`config.mk`:
```
export PLATFORM = sky130hd
export DESIGN_NAME = fdiv_top
export DESIGN_NICKNAME = d
export VERILOG_FILES = /design/src/hdl/fp_format_pkg.sv /design/src/hdl/fdiv_op_pkg.sv /design/src/hdl/fdiv_stream_if.sv /design/src/hdl/fdiv_unpack.sv /design/src/hdl/fdiv_recurrence.sv /design/src/hdl/fdiv_normalize.sv /design/src/hdl/fdiv_top.sv
export SDC_FILE = /design/constraint.sdc
export NUM_CORES = 1
export LEC_CHECK = 0
export BUFFER_PORTS_ARGS = -buffer_cell sky130_fd_sc_hd__buf_2
export CAP_MARGIN = 20
export CORE_MARGIN = 2
export CORE_UTILIZATION = 60
export DETAILED_ROUTE_END_ITERATION = 6
export HOLD_SLACK_MARGIN = 0.02
export PLACE_DENSITY = 0.89
export SLEW_MARGIN = 20
export SYNTH_ARGS = -nofsm -noshare
export SYNTH_HDL_FRONTEND = slang
export SYNTH_SLANG_ARGS = --single-unit
```
`constraint.sdc`:
```
create_clock -name clock -period 10.75 [get_ports clock]
set_input_delay 1.075 -clock clock [delete_from_list [all_inputs] [get_ports clock]]
set_output_delay 1.075 -clock clock [all_outputs]
set_load 0.01 [all_outputs]
```
`src/hdl/fp_format_pkg.sv`:
```
package fp_format_pkg;

	// recoded single precision operand, sign on top.
	localparam int WORD_W = 33;
	localparam int EXP_W = 9;
	localparam int FRAC_W = 23;
	localparam int EXP_BIAS = 127;

	// signed exponent carried through the datapath.
	localparam int RES_EXP_W = 11;

	localparam int CLASS_W = 10;

	// one-hot class vector bit positions.
	localparam int CLS_NEG_INF = 0;
	localparam int CLS_NEG_NORM = 1;
	localparam int CLS_NEG_SUB = 2;
	localparam int CLS_NEG_ZERO = 3;
	localparam int CLS_POS_ZERO = 4;
	localparam int CLS_POS_SUB = 5;
	localparam int CLS_POS_NORM = 6;
	localparam int CLS_POS_INF = 7;
	localparam int CLS_SNAN = 8;
	localparam int CLS_QNAN = 9;

	// 1.0 in the recoded format, used as divisor for square root.
	localparam logic [WORD_W-1:0] SQRT_ONE = 33'h07F800000;

	typedef logic [WORD_W-1:0] fp_word_t;
	typedef logic [CLASS_W-1:0] fp_class_t;

endpackage

```
`src/hdl/fdiv_op_pkg.sv`:
```
package fdiv_op_pkg;

	localparam int QUO_W = 26;
	localparam int REM_W = 28;

	localparam int DIV_ITER = 26;
	localparam int SQRT_ITER = 25;

	typedef struct packed {
		logic snan;
		logic qnan;
		logic dbz;
		logic inf;
		logic zero;
	} fdiv_flags_t;

	// operand state handed to the recurrence.
	typedef struct packed {
		logic sign;
		logic signed [fp_format_pkg::RES_EXP_W-1:0] exp;
		logic sqrt;
		logic [REM_W-1:0] m;
		logic [REM_W-1:0] r;
	} fdiv_seed_t;

	// raw quotient and remainder for normalization.
	typedef struct packed {
		logic sign;
		logic signed [fp_format_pkg::RES_EXP_W-1:0] exp;
		logic [QUO_W-1:0] q;
		logic [REM_W-1:0] r;
	} fdiv_quo_t;

endpackage

```
`src/hdl/fdiv_stream_if.sv`:
```
`timescale 1ns/1ps

interface fdiv_stream_if #(
	parameter type payload_t = logic
);
	import fdiv_op_pkg::*;

	logic valid;
	logic ready;
	payload_t payload;
	fdiv_flags_t flags;

	// payload and flags are held stable until valid and ready meet.
	modport src (
		output valid,
		output payload,
		output flags,
		input ready
	);

	modport dst (
		input valid,
		input payload,
		input flags,
		output ready
	);

endinterface

```
`src/hdl/fdiv_unpack.sv`:
```
`timescale 1ns/1ps

module fdiv_unpack (
	input logic in_valid_i,
	output logic in_ready_o,
	input logic sqrt_i,
	input fp_format_pkg::fp_word_t a_i,
	input fp_format_pkg::fp_word_t b_i,
	input fp_format_pkg::fp_class_t class_a_i,
	input fp_format_pkg::fp_class_t class_b_i,
	fdiv_stream_if.src seed_o
);
	import fp_format_pkg::*;
	import fdiv_op_pkg::*;

	localparam int SQRT_BIAS = 2 * EXP_BIAS - 1;

	fp_word_t b;
	fp_class_t cls_b;
	logic a_zero;
	logic a_inf;
	logic a_fin;
	logic b_zero;
	logic b_inf;
	logic b_fin;
	logic signed [RES_EXP_W-1:0] a_exp;
	logic signed [RES_EXP_W-1:0] b_exp;
	logic signed [RES_EXP_W-1:0] exp_res;
	fdiv_flags_t flags;
	fdiv_seed_t seed;

	// square root divides by one.
	assign b = sqrt_i ? SQRT_ONE : b_i;
	assign cls_b = sqrt_i ? '0 : class_b_i;

	assign a_zero = class_a_i[CLS_NEG_ZERO] | class_a_i[CLS_POS_ZERO];
	assign a_inf = class_a_i[CLS_NEG_INF] | class_a_i[CLS_POS_INF];
	assign a_fin = class_a_i[CLS_NEG_NORM] | class_a_i[CLS_NEG_SUB] |
		class_a_i[CLS_POS_SUB] | class_a_i[CLS_POS_NORM];
	assign b_zero = cls_b[CLS_NEG_ZERO] | cls_b[CLS_POS_ZERO];
	assign b_inf = cls_b[CLS_NEG_INF] | cls_b[CLS_POS_INF];
	assign b_fin = cls_b[CLS_NEG_NORM] | cls_b[CLS_NEG_SUB] |
		cls_b[CLS_POS_SUB] | cls_b[CLS_POS_NORM];

	always_comb begin
		flags = '0;
		// invalid cases take priority over a quiet NaN.
		if (class_a_i[CLS_SNAN] | cls_b[CLS_SNAN]) begin
			flags.snan = 1'b1;
		end else if (a_zero & b_zero) begin
			flags.snan = 1'b1;
		end else if (a_inf & b_inf) begin
			flags.snan = 1'b1;
		end else if (class_a_i[CLS_QNAN] | cls_b[CLS_QNAN]) begin
			flags.qnan = 1'b1;
		end
		if (a_inf & (b_fin | b_zero)) begin
			flags.inf = 1'b1;
		end else if (b_zero & a_fin) begin
			flags.dbz = 1'b1;
		end
		if (a_zero | b_inf) begin
			flags.zero = 1'b1;
		end
		if (sqrt_i) begin
			if (class_a_i[CLS_POS_INF]) begin
				flags.inf = 1'b1;
			end
			// negative operands have no real root.
			if (class_a_i[CLS_NEG_INF] | class_a_i[CLS_NEG_NORM] | class_a_i[CLS_NEG_SUB]) begin
				flags.snan = 1'b1;
			end
		end
	end

	assign a_exp = {{(RES_EXP_W - EXP_W){1'b0}}, a_i[FRAC_W +: EXP_W]};
	assign b_exp = {{(RES_EXP_W - EXP_W){1'b0}}, b[FRAC_W +: EXP_W]};
	assign exp_res = sqrt_i ? (a_exp - RES_EXP_W'(SQRT_BIAS)) >>> 1 : a_exp - b_exp;

	always_comb begin
		seed.sign = a_i[WORD_W-1] ^ b[WORD_W-1];
		seed.exp = exp_res;
		seed.sqrt = sqrt_i;
		seed.m = {4'b0001, b[FRAC_W-1:0], 1'b0};
		seed.r = {5'b00001, a_i[FRAC_W-1:0]};
		if (sqrt_i) begin
			seed.m = '0;
			// odd exponent, so the radicand is doubled.
			if (!a_i[FRAC_W]) begin
				seed.r = {seed.r[REM_W-2:0], 1'b0};
			end
		end
	end

	assign seed_o.valid = in_valid_i;
	assign seed_o.payload = seed;
	assign seed_o.flags = flags;
	assign in_ready_o = seed_o.ready;

endmodule

```
`src/hdl/fdiv_recurrence.sv`:
```
`timescale 1ns/1ps

module fdiv_recurrence #(
	parameter int DIV_ITER = fdiv_op_pkg::DIV_ITER,
	parameter int SQRT_ITER = fdiv_op_pkg::SQRT_ITER
) (
	input logic clock,
	input logic reset,
	fdiv_stream_if.dst seed_i,
	fdiv_stream_if.src quo_o
);
	import fdiv_op_pkg::*;

	localparam int CNT_W = $clog2(DIV_ITER + 1);

	typedef enum logic [1:0] {
		ST_IDLE,
		ST_ITER,
		ST_DONE
	} state_t;

	state_t state_q;
	logic [CNT_W-1:0] count_q;
	logic [CNT_W-1:0] bit_idx;
	fdiv_seed_t op_q;
	fdiv_flags_t flags_q;
	logic [QUO_W-1:0] q_q;
	logic [REM_W-1:0] m_step;
	logic [REM_W-1:0] r_shift;
	logic [REM_W-1:0] diff;
	logic accept;

	assign accept = (state_q == ST_IDLE) & seed_i.valid;

	// count runs one above the bit being resolved.
	assign bit_idx = count_q - CNT_W'(1);

	always_comb begin
		m_step = op_q.m;
		// square root trial divisor is built from the partial root.
		if (op_q.sqrt && count_q != '0) begin
			m_step = {1'b0, q_q, 1'b0};
			m_step[bit_idx] = 1'b1;
		end
		r_shift = {op_q.r[REM_W-2:0], 1'b0};
		diff = r_shift - m_step;
	end

	always_ff @(posedge clock) begin
		if (!reset) begin
			state_q <= ST_IDLE;
			count_q <= '0;
		end else begin
			case (state_q)
				ST_IDLE: begin
					if (seed_i.valid) begin
						state_q <= ST_ITER;
						count_q <= seed_i.payload.sqrt ? CNT_W'(SQRT_ITER) : CNT_W'(DIV_ITER);
					end
				end
				ST_ITER: begin
					if (count_q == '0) begin
						state_q <= ST_DONE;
					end else begin
						count_q <= count_q - CNT_W'(1);
					end
				end
				ST_DONE: begin
					if (quo_o.ready) begin
						state_q <= ST_IDLE;
					end
				end
				default: begin
					state_q <= ST_IDLE;
				end
			endcase
		end
	end

	always_ff @(posedge clock) begin
		if (accept) begin
			op_q <= seed_i.payload;
			flags_q <= seed_i.flags;
			q_q <= '0;
		end else if (state_q == ST_ITER && count_q != '0) begin
			q_q[bit_idx] <= ~diff[REM_W-1];
			// restore on a negative trial remainder.
			op_q.r <= diff[REM_W-1] ? r_shift : diff;
		end
	end

	assign seed_i.ready = (state_q == ST_IDLE);

	assign quo_o.valid = (state_q == ST_DONE);
	assign quo_o.payload = '{sign: op_q.sign, exp: op_q.exp, q: q_q, r: op_q.r};
	assign quo_o.flags = flags_q;

endmodule

```
`src/hdl/fdiv_normalize.sv`:
```
`timescale 1ns/1ps

module fdiv_normalize (
	input logic clock,
	input logic reset,
	fdiv_stream_if.dst quo_i,
	output logic out_valid_o,
	input logic out_ready_i,
	output logic sign_o,
	output logic signed [fp_format_pkg::RES_EXP_W-1:0] exp_o,
	output logic [fp_format_pkg::FRAC_W+1:0] mant_o,
	output logic [2:0] grs_o,
	output fdiv_op_pkg::fdiv_flags_t flags_o
);
	import fp_format_pkg::*;
	import fdiv_op_pkg::*;

	localparam int PAD_W = 25;
	localparam int NORM_W = QUO_W + REM_W - 1 + PAD_W;
	localparam int MAX_SHIFT = 54;
	localparam int SHIFT_W = $clog2(MAX_SHIFT + 1);

	logic lead_zero;
	logic [NORM_W-1:0] frac_shl;
	logic [NORM_W-1:0] frac_shr;
	logic signed [RES_EXP_W-1:0] exp_biased;
	logic signed [RES_EXP_W-1:0] exp_norm;
	logic [SHIFT_W-1:0] shift_amt;
	logic load;

	always_comb begin
		lead_zero = ~quo_i.payload.q[QUO_W-1];
		frac_shl = {quo_i.payload.q, quo_i.payload.r[REM_W-2:0], {PAD_W{1'b0}}};
		frac_shl = frac_shl << lead_zero;
		exp_biased = quo_i.payload.exp + RES_EXP_W'(EXP_BIAS) - RES_EXP_W'(lead_zero);
		shift_amt = '0;
		exp_norm = exp_biased;
		// subnormal result, denormalize into the zero exponent.
		if (exp_biased <= 0) begin
			shift_amt = SHIFT_W'(MAX_SHIFT);
			if (exp_biased > -MAX_SHIFT) begin
				shift_amt = SHIFT_W'(RES_EXP_W'(1) - exp_biased);
			end
			exp_norm = '0;
		end
		frac_shr = frac_shl >> shift_amt;
	end

	assign quo_i.ready = ~out_valid_o | out_ready_i;
	assign load = quo_i.valid & quo_i.ready;

	always_ff @(posedge clock) begin
		if (!reset) begin
			out_valid_o <= 1'b0;
		end else if (load) begin
			out_valid_o <= 1'b1;
		end else if (out_ready_i) begin
			out_valid_o <= 1'b0;
		end
	end

	always_ff @(posedge clock) begin
		if (load) begin
			sign_o <= quo_i.payload.sign;
			exp_o <= exp_norm;
			mant_o <= {1'b0, frac_shr[NORM_W-1 -: FRAC_W+1]};
			grs_o <= {frac_shr[NORM_W-FRAC_W-2 -: 2], |frac_shr[NORM_W-FRAC_W-4:0]};
			flags_o <= quo_i.flags;
		end
	end

endmodule

```
`src/hdl/fdiv_top.sv`:
```
`timescale 1ns/1ps

module fdiv_top #(
	parameter int DIV_ITER = fdiv_op_pkg::DIV_ITER,
	parameter int SQRT_ITER = fdiv_op_pkg::SQRT_ITER
) (
	input logic clock,
	input logic reset,
	input logic in_valid_i,
	output logic in_ready_o,
	input logic sqrt_i,
	input fp_format_pkg::fp_word_t a_i,
	input fp_format_pkg::fp_word_t b_i,
	input fp_format_pkg::fp_class_t class_a_i,
	input fp_format_pkg::fp_class_t class_b_i,
	output logic out_valid_o,
	input logic out_ready_i,
	output logic sign_o,
	output logic signed [fp_format_pkg::RES_EXP_W-1:0] exp_o,
	output logic [fp_format_pkg::FRAC_W+1:0] mant_o,
	output logic [2:0] grs_o,
	output fdiv_op_pkg::fdiv_flags_t flags_o
);
	import fdiv_op_pkg::*;

	fdiv_stream_if #(.payload_t(fdiv_seed_t)) seed_s ();
	fdiv_stream_if #(.payload_t(fdiv_quo_t)) quo_s ();

	fdiv_unpack u_unpack (
		.in_valid_i(in_valid_i),
		.in_ready_o(in_ready_o),
		.sqrt_i(sqrt_i),
		.a_i(a_i),
		.b_i(b_i),
		.class_a_i(class_a_i),
		.class_b_i(class_b_i),
		.seed_o(seed_s.src)
	);

	fdiv_recurrence #(
		.DIV_ITER(DIV_ITER),
		.SQRT_ITER(SQRT_ITER)
	) u_recurrence (
		.clock(clock),
		.reset(reset),
		.seed_i(seed_s.dst),
		.quo_o(quo_s.src)
	);

	fdiv_normalize u_normalize (
		.clock(clock),
		.reset(reset),
		.quo_i(quo_s.dst),
		.out_valid_o(out_valid_o),
		.out_ready_i(out_ready_i),
		.sign_o(sign_o),
		.exp_o(exp_o),
		.mant_o(mant_o),
		.grs_o(grs_o),
		.flags_o(flags_o)
	);

endmodule

```
==> impl_table.tex <==
\begin{tabular}{lr}
\hline
Metric & Value \\
\hline
\multicolumn{2}{l}{\textbf{Detailed routing}} \\
\quad Met3 wire len & 4.086 mm \\
\quad Antenna Nets Post-Route & 0 \\
\quad Topmost layer with routed signal wires & met4 \\
\quad Drt first-iter violations & about 1,800 \\
\quad Remaining routing DRC violations & 0 \\
\quad Vias post-DR & 12,772 \\
\quad Wirelength per Cell & 20.50 um \\
\quad WL met1 & 14.90 mm \\
\quad Length of routed met2 wiring & 17.71 mm \\
\quad Via density per instance & a little under 7 \\
\quad Drt total wl & 38.77 mm \\
\quad Number of iterations in the first detailed-routing pass & 7 \\
\multicolumn{2}{l}{\textbf{Final layout}} \\
\quad Final-layout fill cell count & 1,670 \\
\quad Fraction of final layout cells sized beyond drive strength 1 & around 15\% \\
\quad Layout Nets & 1,755 \\
\quad Leading cell type in the layout, fill and taps excluded & nor2\_1 \\
\quad Layout Cells excl Fill & 1,891 \\
\quad Finished Cell Area & 13,950 um\^{}2 \\
\quad Inserted Diodes & 0 \\
\quad Layout-stage area growth over the synthesis result & 11.20\% \\
\quad Most used cells in the layout excluding fill and tap cells & 192 x nor2\_1, 164 x nand2\_1, 136 x buf\_2 \\
\multicolumn{2}{l}{\textbf{Critical path}} \\
\quad Max Fanout on Critical Path & 51 \\
\quad Data arrival time of the worst path & 7.60 ns \\
\quad Critical Path Sink Type & register \\
\quad Kind of critical path & register to register \\
\quad CP cell instances & ha\_1 > ha\_1 > inv\_1 > fa\_1 > xor2\_1 > nand2\_1 > mux2i\_1 > nand4\_4 > or4\_1 > nand2\_1 > mux2\_2 > o21ai\_0 > mux2i\_1 > nand4\_1 > o31ai\_1 > a22oi\_1 > a2111oi\_0 > a21oi\_1 > a211o\_1 \\
\quad Count of buffer and inverter cells on the critical path & 1 \\
\quad Cell with the biggest individual delay on the critical path & dfxtp\_2 \\
\quad Critical Path Source Type & register \\
\quad CP top delay family & simple AND/OR/NAND/NOR gates \\
\quad Critical path's largest stage delay & about 1.1 ns \\
\quad Data required time at the worst endpoint & 10.93 ns \\
\multicolumn{2}{l}{\textbf{Synthesis}} \\
\quad Yosys top cell area share & 26.80\% \\
\quad Share of flip-flops with an asynchronous set or reset & 0\% \\
\quad Unique masters post-synth & 89 \\
\quad Share of synthesized area occupied by flip-flops and latches & 32.23\% \\
\quad Synth top area cells & edfxtp\_1 27\%, nor2\_1 5.8\%, dfxtp\_1 5.4\% \\
\quad Cell count after synthesis & 1,529 \\
\quad Leading register cell type out of synthesis & edfxtp\_1 \\
\quad Area leader, netlist & edfxtp\_1 \\
\quad Syn avg cell area & approximately 8.2 um\^{}2 \\
\quad Post-synth EDFFs & 112 \\
\quad Yosys Warn Count & 0 \\
\quad Summed instance area of the synthesized netlist & 12,550 um\^{}2 \\
\quad Synth Register Bits & 146 \\
\multicolumn{2}{l}{\textbf{Power}} \\
\quad Cell Pwr Density & 240.7 nW/um\^{}2 \\
\quad Maximum vdd ir drop & 0.1736 mV \\
\quad Static Leak & 5.379 nW \\
\multicolumn{2}{l}{\textbf{Placed design}} \\
\quad Number of placed instances, taps included & 1,859 \\
\quad Placed wire-length estimate & 27.91 mm \\
\quad Placer congestion estimate & 1.013 \\
\quad Port Buffers & about 140 \\
\quad Dpl cell area & 13,350 um\^{}2 \\
\multicolumn{2}{l}{\textbf{Global route}} \\
\quad Number of antenna violations at the first check in global routing & 0 \\
\quad Aggregate global routing overflow & 0 \\
\quad GRT Resource Usage Total & between 30\% and 40\% \\
\quad Wire length of the first global-routing pass & 61.27 mm \\
\quad Vias in the first global route & 11,748 \\
\quad Largest net degree at the start of global routing & 82 \\
\multicolumn{2}{l}{\textbf{STA}} \\
\quad Final Cycle Share & between 60 and 70\% \\
\quad Final period demand of the worst path & 7.418 ns \\
\quad Worst Tran Pin Value & 1.141 ns \\
\quad Relative slew margins & 23.94\% \\
\quad Final setup violation count & 0 \\
\quad Sum Neg Setup Slack & 0 ns \\
\quad Hold slack final & 0.4211 ns \\
\quad Maximum operating frequency & 134.8 MHz \\
\quad Setup repair after global routing missed its margin & no \\
\quad Slew Viols, Final & 0 \\
\quad Post-route clock skew & 0.01104 ns \\
\quad Final Hold Viols & 0 \\
\multicolumn{2}{l}{\textbf{Flow run}} \\
\quad Max-capacitance violation count & 0 \\
\multicolumn{2}{l}{\textbf{CTS}} \\
\quad Root Buffer & clkbuf\_16 \\
\quad Total setup buffers inserted after CTS & 0 \\
\quad CTS Hold Buffers Added & 0 \\
\quad H-tree depth & 4 \\
\quad Clk buf depth & 2 \\
\quad CTS tree & yes \\
\quad Resized Gates After CTS & 0 \\
\quad Clk Latency, worst-skew pair & 0.43 ns \\
\quad Number of buffers inserted during clock tree synthesis & 17 \\
\quad Clock sink count & 146 \\
\quad Clk pin slew, worst setup/hold paths & about 0.07 ns \\
\multicolumn{2}{l}{\textbf{Die}} \\
\quad Floorplan row count & 52 \\
\quad Die footprint & roughly 22,000 um\^{}2 \\
\quad Core region area & 20,360 um\^{}2 \\
\quad Vertical die dimension & between 100 and 150 um \\
\quad Starting utilization of the core area & between 60\% and 70\% \\
\quad I/O pins & 138 \\
\quad Die width & about 150 um \\
\multicolumn{2}{l}{\textbf{Min path}} \\
\quad Path type of the worst min-delay path & register to register \\
\multicolumn{2}{l}{\textbf{Outcome}} \\
\quad Outcome & complete, no violations \\
\hline
\end{tabular}
[worst reg2reg max path, stage by stage, from the launching register on]
cell and delay [ns]:
dfxtp_2 1.09, ha_1 0.30, ha_1 0.18, inv_1 0.06, fa_1 0.38, xor2_1 0.43
nand2_1 0.11, mux2i_1 0.32, nand4_4 0.19, or4_1 0.86, nand2_1 0.95, mux2_2 0.34
o21ai_0 0.14, mux2i_1 0.48, nand4_1 0.16, o31ai_1 0.19, a22oi_1 0.24, a2111oi_0 0.42
a21oi_1 0.09, a211o_1 0.25
[logic make-up after synthesis]
logic type,count (synthesis),synth area share (%)
AO/OA/AOI/OAI,466,24.43
XOR/XNOR,47,3.430
adder cells (fa/ha/maj),56,5.764
buffers and inverters,134,4.398
flip-flops,146,32.23
multiplexers,74,6.791
other,1,0.02989
AND/OR/NAND/NOR,605,22.93
[layout make-up]
| cell class | count | area [um^2] | area share (%) |
|---|---|---|---|
| multi-input combinational | 1250 | 7985 | 57.23 |
| clock buffer | 18 | 439.2 | 3.148 |
| inverter | 35 | 132.6 | 0.9506 |
| timing repair buffer | 158 | 845.8 | 6.062 |
| tap | 270 | 337.8 | 2.421 |
| clock inverter | 14 | 166.4 | 1.193 |
| sequential | 146 | 4045 | 28.99 |
[power by group]
group          total [mW]  internal, mW  switching, mW
sequential          0.905         0.744          0.162
combinational        1.82         0.690           1.13
clock               0.630         0.356          0.274
[worst paths after layout]
kind / start / endpoint / slack, ns / depth (start not counted)
max: u_recurrence.q_q[25] / u_normalize.grs_o[0] / 3.33 / 19
min: u_recurrence.quo_o.flags[0] / u_normalize.flags_o[0] / 0.42 / 0
max reg2reg: u_recurrence.q_q[25] / u_normalize.grs_o[0] / 3.33 / 19
min reg2reg: u_recurrence.quo_o.flags[0] / u_normalize.flags_o[0] / 0.42 / 0
[cells in the mapped netlist, drive strengths merged (35+ instances only)]
cell and n:
a211oi 52, a21oi 133, a31oi 58, clkbuf 68, edfxtp 112, ha 53
inv 35, mux2i 51, nand2 165, nand3 46, nor2 193, nor2b 42
nor3 47, o21ai 70
[metrics by stage]
| stage | power, mW | setup WS [ns] | utilization (%) |
|---|---|---|---|
| finish | 3.358 | 3.332 | 68.51 |
| global route | 3.536 | 2.948 | 68.51 |
| CTS | 3.282 | 3.559 | 68.51 |
| detailed placement | 2.643 | 3.613 | 65.54 |
| global placement | 2.596 | 3.740 | 65.54 |
| floorplan | 2.204 | 5.344 | - |
[per-layer routing]
layer	global-route usage, %	vias up
met5	0	-
met4	16.71	0
met3	5.429	183
met2	57.43	878
met1	45.37	5843
li1	-	5868
[registers in the layout (all words and copies together), names as in the netlist]
| name | count |
|---|---|
| u_normalize.sign_o | 1 |
| u_normalize.flags_o | 5 |
| u_recurrence.q_q | 26 |
| u_normalize.grs_o | 3 |
| u_recurrence.count_q | 5 |
| u_normalize.exp_o | 11 |
| u_recurrence.op_q | 25 |
| u_normalize.mant_o | 24 |
| u_recurrence.quo_o.payload | 38 |
| u_recurrence.state_q | 2 |
| u_normalize.out_valid_o | 1 |
| u_recurrence.quo_o.flags | 5 |
Power figures use the tool's default switching activity.
